`src/hdl/video_timing_pkg.sv`:
```
`default_nettype none

// dram cycle and line timing for the video fetch
package video_timing_pkg;

	localparam int PHASES       = 4;   // clk per dram cycle
	localparam int FETCH_CYCLES = 16;  // dram cycles per fetch cycle, 64 clk
	localparam int LINE_CYCLES  = 64;  // dram cycles per line
	localparam int FETCH_END    = 32;  // window closes here, two fetch cycles
	localparam int BUF_WORDS    = 4;   // words per fetch block

	// c2/c3 come once every C_PERIOD dram cycles
	localparam int C_PERIOD = 4;

	localparam int PH_W   = $clog2(PHASES);
	localparam int LINE_W = $clog2(LINE_CYCLES);
	localparam int SYNC_W = $clog2(FETCH_CYCLES / C_PERIOD);  // fetch sync counter
	localparam int PTR_W  = $clog2(BUF_WORDS);                // fill pointer

	// where the current clk sits in the dram cycle and in the line
	typedef struct packed {
		logic              q0;        // first clk of a dram cycle
		logic              c2;        // q0 of cycles with line_pos mod 4 == 2
		logic              c3;        // same, mod 4 == 3
		logic [LINE_W-1:0] line_pos;  // dram cycle within the line
	} dram_phase_t;

endpackage

`default_nettype wire

```
`src/hdl/video_data_pkg.sv`:
```
`default_nettype none

// payload and colour types shared by the fetch buffers and the renderer
package video_data_pkg;

	localparam int PIX_BLOCK    = 64;                      // pixels per fetch block
	localparam int PIX_PER_ATTR = 8;                       // one attribute covers 8 pixels
	localparam int ATTRS        = PIX_BLOCK / PIX_PER_ATTR;
	localparam int CNT_W        = $clog2(PIX_BLOCK + 1);   // holds 0..64
	localparam int ATTR_SEL_W   = $clog2(ATTRS);

	// two pixel bytes, high byte goes on screen first
	typedef logic [15:0] pix_word_t;

	typedef struct packed {
		logic       spare;   // flash bit on the real thing, not used
		logic       bright;
		logic [2:0] paper;   // colour for 0 bits
		logic [2:0] ink;     // colour for 1 bits
	} attr_t;

	typedef struct packed {
		attr_t hi;  // first attribute
		attr_t lo;
	} attr_word_t;

	typedef struct packed {
		logic       bright;
		logic [2:0] index;
	} colour_t;

	typedef logic [PIX_BLOCK-1:0] pix_block_t;   // bit 63 is the first pixel
	typedef attr_t [0:ATTRS-1]     attr_block_t;  // element 0 is the first attribute

endpackage

`default_nettype wire

```
`src/hdl/video_phase.sv`:
```
`timescale 1ns/1ns
`default_nettype none

// dram phase strobes, line position and fetch window
// words from the arbiter are expected between ptr_clr (line_pos mod 16 == 2)
// and fetch_sync (line_pos mod 16 == 14)
module video_phase
	import video_timing_pkg::*;
(
	input  logic        clk,
	input  logic        rst_n,
	input  logic        vpix,         // vertical window, from outside
	output dram_phase_t phase,
	output logic        fetch_start,  // q0 of line_pos 0
	output logic        fetch_end,    // q0 of line_pos FETCH_END
	output logic        fetch_sync,   // block handover, once per fetch cycle
	output logic        ptr_clr,      // resync of the fill pointers
	output logic        video_go,     // request window
	output logic        render_en     // window as seen at the last handover
);

	logic [PH_W-1:0]   ph_cnt;    // clk within dram cycle
	logic [LINE_W-1:0] line_pos;
	logic [SYNC_W-1:0] sync_ctr;  // counts c3 down through a fetch cycle
	logic              q0;

	// preset to the last phase so q0 stays low in reset
	always_ff @(posedge clk or negedge rst_n)
	begin
		if (!rst_n)
		begin
			ph_cnt   <= PH_W'(PHASES - 1);
			line_pos <= LINE_W'(LINE_CYCLES - 1);
		end
		else
		begin
			if (ph_cnt == PH_W'(PHASES - 1))
			begin
				ph_cnt <= '0;
				// step to the next dram cycle
				line_pos <= (line_pos == LINE_W'(LINE_CYCLES - 1)) ? '0 : line_pos + 1'b1;
			end
			else
				ph_cnt <= ph_cnt + 1'b1;
		end
	end

	assign q0 = (ph_cnt == '0);

	assign phase.q0       = q0;
	assign phase.c2       = q0 && (line_pos[1:0] == 2'd2);
	assign phase.c3       = q0 && (line_pos[1:0] == 2'd3);
	assign phase.line_pos = line_pos;

	assign fetch_start = q0 && (line_pos == '0);
	assign fetch_end   = q0 && (line_pos == LINE_W'(FETCH_END));

	// counting down puts the handover at the tail of each fetch cycle
	always_ff @(posedge clk or negedge rst_n)
	begin
		if (!rst_n)
			sync_ctr <= '0;
		else if (fetch_start)
			sync_ctr <= '0;                 // realign every line
		else if (phase.c3)
			sync_ctr <= sync_ctr - 1'b1;
	end

	assign fetch_sync = phase.c2 && (sync_ctr == SYNC_W'(1));  // line_pos 14, 30, 46, 62
	assign ptr_clr    = phase.c2 && (sync_ctr == '0);          // line_pos 2, 18, 34, 50

	always_ff @(posedge clk or negedge rst_n)
	begin
		if (!rst_n)
			video_go <= 1'b0;
		else if (fetch_start && vpix)
			video_go <= 1'b1;
		else if (fetch_end)
			video_go <= 1'b0;
	end

	// a block handed over is valid if it was fetched inside the window
	always_ff @(posedge clk or negedge rst_n)
	begin
		if (!rst_n)
			render_en <= 1'b0;
		else if (fetch_sync)
			render_en <= video_go;
	end

	// handover two dram cycles before the fetch cycle ends
	a_sync_on_q0: assert property (@(posedge clk) disable iff (!rst_n)
		fetch_sync |-> phase.q0
			&& (phase.line_pos % LINE_W'(FETCH_CYCLES)) == LINE_W'(FETCH_CYCLES - 2));

	// a new line starts with the request window closed
	a_start_end: assert property (@(posedge clk) disable iff (!rst_n)
		fetch_start |-> !fetch_end && !video_go);

endmodule

`default_nettype wire

```
`src/hdl/video_fetch.sv`:
```
`timescale 1ns/1ns
`default_nettype none

// four word fetch buffer, fills on arbiter strobes
// and hands the whole block over on fetch_sync
module video_fetch
	import video_timing_pkg::*;
	import video_data_pkg::*;
#(
	parameter type payload_t = pix_word_t
)(
	input  logic                     clk,
	input  logic                     rst_n,
	input  logic                     q0,
	input  logic                     fetch_sync,
	input  logic                     ptr_clr,
	input  payload_t                 data,    // valid with strobe
	input  logic                     strobe,  // single clk, on q0 only
	output payload_t [0:BUF_WORDS-1] block    // word 0 first, to the renderer
);

	logic [PTR_W-1:0]         ptr;      // next slot to fill
	logic [PTR_W-1:0]         wr_ptr;   // slot used this clk
	logic                     wr_en;
	payload_t [0:BUF_WORDS-1] words_q;  // collected words

	assign wr_en = strobe && q0;

	// clear takes effect at once, a word arriving with it goes to slot 0
	assign wr_ptr = ptr_clr ? '0 : ptr;

	always_ff @(posedge clk or negedge rst_n)
	begin
		if (!rst_n)
			ptr <= '0;
		else if (ptr_clr || wr_en)
			ptr <= wr_ptr + PTR_W'(wr_en);  // wraps after BUF_WORDS
	end

	always_ff @(posedge clk or negedge rst_n)
	begin
		if (!rst_n)
			words_q <= '0;
		else if (wr_en)
			words_q[wr_ptr] <= data;
	end

	// no strobes in a fetch cycle means the old block repeats
	always_ff @(posedge clk or negedge rst_n)
	begin
		if (!rst_n)
			block <= '0;
		else if (fetch_sync)
			block <= words_q;  // order kept, high byte first
	end

	// arbiter must only deliver on q0
	a_strobe_q0: assert property (@(posedge clk) disable iff (!rst_n)
		strobe |-> q0);

endmodule

`default_nettype wire

```
`src/hdl/video_render.sv`:
```
`timescale 1ns/1ns
`default_nettype none

// combines pixel and attribute blocks into one colour per clk
module video_render
	import video_data_pkg::*;
(
	input  logic        clk,
	input  logic        rst_n,
	input  logic        fetch_sync,
	input  logic        render_en,
	input  pix_block_t  pix,
	input  attr_block_t attr,
	output colour_t     colour,
	output logic        colour_valid
);

	logic                  load_pend;  // handover happened last clk
	logic                  load;
	pix_block_t            pix_q;      // msb is the pixel on screen
	attr_block_t           attr_q;
	logic [CNT_W-1:0]      cnt;        // pixels left in the block
	logic [CNT_W-1:0]      pix_idx;    // 0..63 within the block
	logic [ATTR_SEL_W-1:0] attr_sel;
	attr_t                 cur_attr;

	// blocks settle in the fetch buffers on the fetch_sync edge
	always_ff @(posedge clk or negedge rst_n)
	begin
		if (!rst_n)
			load_pend <= 1'b0;
		else
			load_pend <= fetch_sync;
	end

	assign load = load_pend && render_en;

	always_ff @(posedge clk or negedge rst_n)
	begin
		if (!rst_n)
			cnt <= '0;
		else if (load)
			cnt <= CNT_W'(PIX_BLOCK);
		else if (cnt != '0)
			cnt <= cnt - 1'b1;
	end

	// block registers, pixels move up one place per clk
	always_ff @(posedge clk)
	begin
		if (load)
		begin
			pix_q  <= pix;
			attr_q <= attr;
		end
		else
			pix_q <= pix_q << 1;
	end

	assign pix_idx  = CNT_W'(PIX_BLOCK) - cnt;
	assign attr_sel = ATTR_SEL_W'(pix_idx / CNT_W'(PIX_PER_ATTR));  // 8 pixels each
	assign cur_attr = attr_q[attr_sel];

	assign colour.bright = cur_attr.bright;
	assign colour.index  = pix_q[PIX_BLOCK-1] ? cur_attr.ink : cur_attr.paper;
	assign colour_valid  = (cnt != '0);

	// a block lasts 64 clk, then output stops or the next block follows
	a_block_len: assert property (@(posedge clk) disable iff (!rst_n)
		load |-> ##(PIX_BLOCK) colour_valid ##1 (!colour_valid || $past(load)));

endmodule

`default_nettype wire

```
`src/hdl/video_top.sv`:
```
`timescale 1ns/1ns
`default_nettype none

// video fetch and render slice
module video_top
	import video_timing_pkg::*;
	import video_data_pkg::*;
(
	input  logic       clk,
	input  logic       rst_n,
	input  logic       vpix,
	input  pix_word_t  pix_data,
	input  logic       pix_strobe,
	input  attr_word_t attr_data,
	input  logic       attr_strobe,
	output logic       video_go,
	output colour_t    colour,
	output logic       colour_valid
);

	dram_phase_t                phase;
	logic                       fetch_sync;
	logic                       ptr_clr;
	logic                       render_en;
	pix_word_t  [0:BUF_WORDS-1] pix_words;
	attr_word_t [0:BUF_WORDS-1] attr_words;
	pix_block_t                 pix_blk;
	attr_block_t                attr_blk;

	video_phase u_phase (
		.clk         (clk),
		.rst_n       (rst_n),
		.vpix        (vpix),
		.phase       (phase),
		.fetch_start (),
		.fetch_end   (),
		.fetch_sync  (fetch_sync),
		.ptr_clr     (ptr_clr),
		.video_go    (video_go),
		.render_en   (render_en)
	);

	video_fetch #(.payload_t(pix_word_t)) pix_fetch (
		.clk        (clk),
		.rst_n      (rst_n),
		.q0         (phase.q0),
		.fetch_sync (fetch_sync),
		.ptr_clr    (ptr_clr),
		.data       (pix_data),
		.strobe     (pix_strobe),
		.block      (pix_words)
	);

	video_fetch #(.payload_t(attr_word_t)) attr_fetch (
		.clk        (clk),
		.rst_n      (rst_n),
		.q0         (phase.q0),
		.fetch_sync (fetch_sync),
		.ptr_clr    (ptr_clr),
		.data       (attr_data),
		.strobe     (attr_strobe),
		.block      (attr_words)
	);

	// word 0 lands in the top bits, so the first pixel is bit 63
	assign pix_blk  = pix_block_t'(pix_words);
	assign attr_blk = attr_block_t'(attr_words);  // hi attribute of word 0 is element 0

	video_render u_render (
		.clk          (clk),
		.rst_n        (rst_n),
		.fetch_sync   (fetch_sync),
		.render_en    (render_en),
		.pix          (pix_blk),
		.attr         (attr_blk),
		.colour       (colour),
		.colour_valid (colour_valid)
	);

endmodule

`default_nettype wire

```
`config.mk`:
```
export PLATFORM = sky130hd
export DESIGN_NAME = video_top
export DESIGN_NICKNAME = d
export VERILOG_FILES = /design/src/hdl/video_timing_pkg.sv /design/src/hdl/video_data_pkg.sv /design/src/hdl/video_phase.sv /design/src/hdl/video_fetch.sv /design/src/hdl/video_render.sv /design/src/hdl/video_top.sv
export SDC_FILE = /design/constraint.sdc
export NUM_CORES = 1
export LEC_CHECK = 0
export ABC_AREA = 1
export BUFFER_PORTS_ARGS = -buffer_cell sky130_fd_sc_hd__buf_2
export CAP_MARGIN = 20
export CORE_ASPECT_RATIO = 2
export CORE_MARGIN = 1.5
export CORE_UTILIZATION = 52
export DETAILED_ROUTE_END_ITERATION = 10
export PLACE_DENSITY = 0.74
export SYNTH_ARGS = -nofsm -noshare
export SYNTH_HDL_FRONTEND = slang
export SYNTH_SLANG_ARGS = --single-unit
```
`constraint.sdc`:
```
create_clock -name clk -period 2.5 [get_ports clk]
set_clock_uncertainty 0.05 [all_clocks]
set_input_delay 0.5 -clock clk [delete_from_list [all_inputs] [get_ports clk]]
set_output_delay 0.5 -clock clk [all_outputs]
set_load 0.03 [all_outputs]
```
==> flow_metrics.tcl, run 1 <==
set metrics [dict create \
    ant_nets 0 \
    synth_edf_count 56 \
    die_width_um 122 \
    nets 1657 \
    gp_congestion 0.877 \
    grt_max_degree 122 \
    cts_buffer_depth 3 \
    max_stage_delay_ps 440 \
    fin_ws_ps -347 \
    synth_cells 1557 \
    placed_cell_area_mm2 0.0152 \
    maxCapViolCount 0 \
    clk_latency_ps 570 \
    slew_headroom 0.537 \
    numPortBuffers 40 \
    first_iter_violations 608 \
    cp-end-kind "output pin" \
    wire_per_inst_um 15.1 \
    fmax_mhz 351 \
    synthTopCellsByArea "dfrtp_1 (44%), nand2_1 (19%), edfxtp_1 (11%)" \
    totalWireLength_mm 30.0 \
    ys.flop_type "dfrtp_1" \
    start_util 0.529 \
    grt_pass1_vias 9998 \
    async_flop_share 0.688 \
    finalCritPeriodShare 1.14 \
    synth.avg_cell_area_um2 9.39 \
    synthTopCellsByCount "nand2_1 (735), dfrtp_1 (256), inv_1 (100)" \
    path_class "reg2out" \
    rsz0062_at_grt "yes" \
    worst_setup_path_start_kind "flop" \
    ios 43 \
    worstPathMaxFanout 4 \
    rows 86 \
    cpMostUsedCell "buf_6" \
    crit_path_top_delay_cell "dfrtp_2" \
    drv_slew 0 \
    area_growth_pct 14.2 \
    die-area_mm2 0.0292 \
    hold_violations 0 \
    fin_area_mm2 0.0167 \
    syn_area_mm2 0.0146 \
    syn_nets 1605 \
    grt_use_total 0.210 \
    finalSetupTns_ps -1210 \
    vias_per_cell 5.07 \
    yosysUniqueCellTypes 39 \
    first_pass_iters 5 \
    yosysSeqAreaShare 0.655 \
    antennaDiodeCount 0 \
    cts_root_buf "clkbuf_16" \
    final-setup-viol-count 4 \
    final_layout_size_suffix_gt1_frac 0.119 \
    worst_pin_slew_ps 695 \
    cts_buffers 31 \
    hold_path.class "in2reg" \
    num_vias 10100 \
    grt_overflow 0 \
    yosys.area.top_type "dfrtp_1" \
    violations "setup timing" \
    layout_min_cycle_time_ps 2850 \
    yosys.area.top_type_share 0.438 \
    p_leak_nw 8.64 \
    ys_ff_latch 384 \
    cts.sinks 384 \
    drc 0 \
    die_h_um 240 \
    crit_path_cell_trace "nor2_4 > buf_6 > buf_6 > nand3_4 > nand2_8 > buf_6 > nand2_1 > nand3_1 > nand3_1 > nand3_2 > nand2_2 > buf_6" \
    ir_drop_mv 0.597 \
    cp.required_ps 1950 \
    path_clk_slew_ps 70 \
    h-tree-depth 1 \
    place_hpwl_mm 18.5 \
    antenna_found_initial 0 \
    yosys_warnings 0 \
    core_mm2 0.0277 \
    grt_pass1_wl_mm 48.6 \
    cts_tree "done" \
    crit_arrival_ps 2300 \
    run_status "finished, violations left" \
    powerDensity_mw_per_mm2 799 \
    synth.most_common_cell "nand2_1" \
]
==> registers in the layout (all words and copies together), names as in the netlist <==
| name | flops |
|---|---|
| pix_fetch.block | 64 |
| attr_fetch.ptr | 2 |
| pix_fetch.words_q | 64 |
| u_phase.sync_ctr | 2 |
| u_phase.ph_cnt | 2 |
| u_render.cnt | 7 |
| pix_fetch.ptr | 2 |
| attr_fetch.block | 56 |
| u_render.load_pend | 1 |
| u_phase.line_pos | 6 |
| u_phase.video_go | 1 |
| u_render.attr_q | 56 |
| u_render.pix_q | 64 |
| u_phase.render_en | 1 |
| attr_fetch.words_q | 56 |
==> path summary, 6_finish.rpt <==
check                                       startpoint                                end  slack [ps]  cells after the start
max reg2reg                u_phase.ph_cnt[0]$_DFF_PN1_  pix_fetch.words_q[19]$_DFFE_PN0P_         480                      8
min                                               vpix       u_phase.video_go$_DFFE_PN0P_         130                      3
max                        u_render.cnt[2]$_DFFE_PN0P_                          colour[2]        -350                     12
min in group asynchronous                        rst_n   attr_fetch.block[50]$_DFFE_PN0P_         440                      2
max in group asynchronous                        rst_n  pix_fetch.words_q[22]$_DFFE_PN0P_        1180                      3
min reg2reg                 u_render.pix_q[47]$_DFF_P_         u_render.pix_q[48]$_DFF_P_         360                      2
==> critical path: cells and delay by family, from the launching register on <==
family / cells / cell delay (ps)
buffers and inverters: 4 / 490
DFF: 1 / 440
and+or+nand+nor: 8 / 800
==> routing by layer <==
| layer | vias to the layer above | GRT usage | wire [um] | share of wire |
|---|---|---|---|---|
| met4 | 0 | 0.0977 | 1400 | 0.047 |
| met5 | - | 0 | 0 | 0 |
| met1 | 4773 | 0.240 | 11400 | 0.38 |
| met2 | 222 | 0.391 | 16200 | 0.54 |
| met3 | 88 | 0.0202 | 1020 | 0.034 |
| li1 | 4976 | - | - | - |
==> cells in the final DEF (no fill, tap or decap), drive strengths merged, types with 2 or more instances in the layout <==
cell	count
a21oi	2
xor2	7
clkbuf	46
ha	11
or2	3
o211ai	3
inv	109
o21ai	129
clkinvlp	2
clkinv	10
nor4	2
nor3	4
edfxtp	56
dfxtp	64
nand3	75
dfrtp	256
dfstp	8
buf	84
nor2	9
nand2	743
mux2	2
==> power breakdown <==
group          internal, W  switching, W
Combinational     0.000447      0.000583
Sequential         0.00715      0.000447
Clock              0.00257       0.00215
Total               0.0102       0.00318
==> area by class of cell <==
class,count,area (um2)
Clock inverter,12,72.6
Timing Repair Buffer,86,787
Clock buffer,45,923
Tap cell,352,440
Multi-Input combinational cell,997,4470
Sequential cell,384,9580
Inverter,109,425
Fill cell,2256,11000
==> what timing repair did <==
item | CTS | global route
hold buffers | 1 | 0
setup endpoints to repair | 4 | 4
hold endpoints to repair | 71 | 0
gates cloned | 1 | 1
gates resized for setup | 33 | 19
buffers inserted | 9 | 9
pin swaps | 9 | 9
==> metrics by stage <==
stage          utilization  std cells  setup WS (ps)  total power [W]  hold WS (ps)
2_1_floorplan            -       1557            418          0.00835           154
3_3_place_gp         0.551       1908            228          0.00862           359
3_5_place_dp         0.551       1908            235          0.00873           361
4_1_cts              0.597       1975           -256           0.0135           108
5_1_grt              0.604       1985           -398           0.0140           139
6_report             0.604       1985           -347           0.0133           126
==> logic make-up after synthesis <==
logic type / synth area share
AO/OA/AOI/OAI: 0.0496
XOR/XNOR: 0.00582
adder cells (fa/ha/maj): 0.00941
buffers and inverters: 0.0501
flip-flops: 0.655
multiplexers: 0.00154
AND/OR/NAND/NOR: 0.228
Power figures use the tool's default switching activity.
==> inputs of run 2 (changes only) <==
--- a/config.mk
+++ b/config.mk
@@ -12,7 +12,7 @@
 export CORE_MARGIN = 1.5
 export CORE_UTILIZATION = 52
 export DETAILED_ROUTE_END_ITERATION = 10
-export PLACE_DENSITY = 0.74
+export PLACE_DENSITY = 0.71
 export SYNTH_ARGS = -nofsm -noshare
 export SYNTH_HDL_FRONTEND = slang
 export SYNTH_SLANG_ARGS = --single-unit
==> constraint.sdc (replaced) <==
create_clock -name clk -period 3.5 [get_ports clk]
set_clock_uncertainty 0.05 [all_clocks]
set_input_delay 0.7 -clock clk [delete_from_list [all_inputs] [get_ports clk]]
set_output_delay 0.7 -clock clk [all_outputs]
set_load 0.03 [all_outputs]
==> run 2 against run 1 <==
Against the previous run: global-route usage rose by 0.58 points; total power down 26%; worst setup slack gained 540 ps; non-clock buffer count down 31; sequential power down 29%; flip-flop and latch count did not move; the run now ends clean; design area decreased by 2.7%; clock power down 22%; hold slack worse by 46 ps; routed wire length decreased by 1.5%; critical endpoint unchanged; first-iteration DRC count is 16% lower; die area stayed put.
==> flow_metrics.tcl, run 2 (synthesis results as in run 1) <==
set metrics [dict create \
    totalWireLength_mm 29.6 \
    cts_buffers 34 \
    path_class "reg2out" \
    p_leak_nw 8.43 \
    grt_use_total 0.216 \
    nets 1629 \
    path_buf_inv 3 \
    gp_congestion 0.877 \
    grt_util_met3 0.0268 \
    powerDensity_mw_per_mm2 606 \
    top_usage_layer "met2" \
    grt_max_degree 122 \
    cts_hold_buf 0 \
    placed_cell_area_mm2 0.0151 \
    crit_path_cell_trace "inv_2 > ha_1 > nand2_1 > nand2_1 > nand2_2 > inv_2 > nand3_1 > nand3_1 > nand3_1 > nand2_1 > buf_2" \
    worstSetupStartpoint "u_render.cnt[0]$_DFFE_PN0P_" \
    grt_pass1_vias 10100 \
    crit_cells 11 \
    reg_top3 "pix_fetch.block: 64 flops, pix_fetch.words_q: 64 flops, u_render.pix_q: 64 flops" \
    first_iter_violations 511 \
    vias_per_cell 5.01 \
    grt_overflow 0 \
    cts_buffer_depth 3 \
    die-area_mm2 0.0292 \
    ant_nets 0 \
    antenna_found_initial 0 \
    cts_tree "done" \
    cts-resized-gates 0 \
    dp.cells 1897 \
    clk_latency_ps 520 \
    first_pass_iters 4 \
    core_mm2 0.0277 \
    die_width_um 122 \
    cts_setup_buffers 0 \
    run_status "finished clean" \
    r2r_start "u_phase.ph_cnt[0]$_DFF_PN1_" \
    cts_root_buf "clkbuf_16" \
    met2_usage 0.405 \
    reg2reg_depth 7 \
    final_layout_size_suffix_gt1_frac 0.0984 \
    die_h_um 240 \
    r2r_slack_ps 1130 \
    layout_min_cycle_time_ps 3310 \
    critPathTopFamily "simple AND/OR/NAND/NOR gates" \
    worst_setup_path_start_kind "flop" \
    ios 43 \
    worstPathMaxFanout 15 \
    grt_pass1_wl_mm 49.5 \
    worstReg2RegEnd "attr_fetch.words_q[0]$_DFFE_PN0P_" \
    drc 0 \
    place_hpwl_mm 18.5 \
    cp-end-kind "output pin" \
    start_util 0.529 \
    fmax_mhz 302 \
    numPortBuffers 40 \
    grt_util_met1 0.245 \
    hold_path.class "in2async" \
    antennaDiodeCount 0 \
    rows 86 \
    ir_drop_mv 0.539 \
    hold_violations 0 \
    max_stage_delay_ps 400 \
    finalCritPeriodShare 0.946 \
    drv_slew 0 \
    finalSetupTns_ps 0 \
    layout_commonest_cell "nand2_1" \
    stdcell_count 1958 \
    slew_headroom 0.495 \
    wire_per_inst_um 15.1 \
    final-setup-viol-count 0 \
    h-tree-depth 2 \
    cts.sinks 384 \
    area_growth_pct 11.1 \
    mostFrequentLayoutCells "nand2_1 (734), dfrtp_1 (256), inv_1 (99)" \
    crit_arrival_ps 2560 \
    path_clk_slew_ps 70 \
    utilization 0.587 \
    rsz0062_at_grt "no" \
    num_vias 9817 \
    maxCapViolCount 0 \
    worst_pin_slew_ps 757 \
    cp.required_ps 2750 \
    fin_area_mm2 0.0162 \
    crit_path_top_delay_cell "dfrtp_1" \
]
-- run 2: cell types whose count changed in the layout (fill, tap and decap cells not counted), moves of 3 or more --
| cell | change |
|---|---|
| buf_12 | -6 |
| buf_2 | +4 |
| buf_6 | -9 |
| buf_8 | -3 |
| buf_4 | -14 |
| clkbuf_16 | +3 |
| nand2_2 | +4 |
| nand3_1 | +3 |
| nand2_8 | -5 |
-- run 2: worst max path at each step --
stage	endpoint	slack, ps
2_1_floorplan	u_render.attr_q[0]$_DFFE_PP_	780
3_3_place_gp	colour[3]	820
3_5_place_dp	colour[3]	770
4_1_cts	colour[3]	190
5_1_grt	colour[3]	10
6_report	colour[2]	190
-- run 2: layout make-up --
type,instances,area [um2]
inverters,109,413
multi-input cells,997,4330
clock buffers,47,1000
flip-flops and latches,384,9580
fillers,2371,11400
clock inverters,14,111
repair buffers,55,373
well taps,352,440
-- run 2: per-stage QoR --
stage | hold slack (ps) | total power, W | setup slack (ps)
detailed placement | 359 | 0.00623 | 766
CTS | 104 | 0.00995 | 190
global route | 129 | 0.0103 | 15.0
global placement | 357 | 0.00616 | 821
finish | 80.2 | 0.00985 | 189
floorplan | 353 | 0.00597 | 782
-- run 2: worst reg2reg max path: cells and delay by family, from the launching register on --
| family | cells | cell delay, ps |
|---|---|---|
| fa+ha+maj | 1 | 310 |
| simple gates | 3 | 800 |
| compound gates | 1 | 410 |
| buf+inv | 2 | 140 |
| flops | 1 | 540 |
-- run 2: layer usage --
metal  part of all wire  routed length (um)  vias up
met2               0.55               16300      166
li1                   -                   -     4907
met1               0.39               11500     4676
met5                  0                   0        -
met3              0.026                 771       68
met4              0.033                 988        0
-- run 2: where the power goes --
group	switching [W]	total (W)	internal, W
Combinational	0.000408	0.000723	0.000315
Sequential	0.000314	0.00542	0.00511
Clock	0.00161	0.00370	0.00210
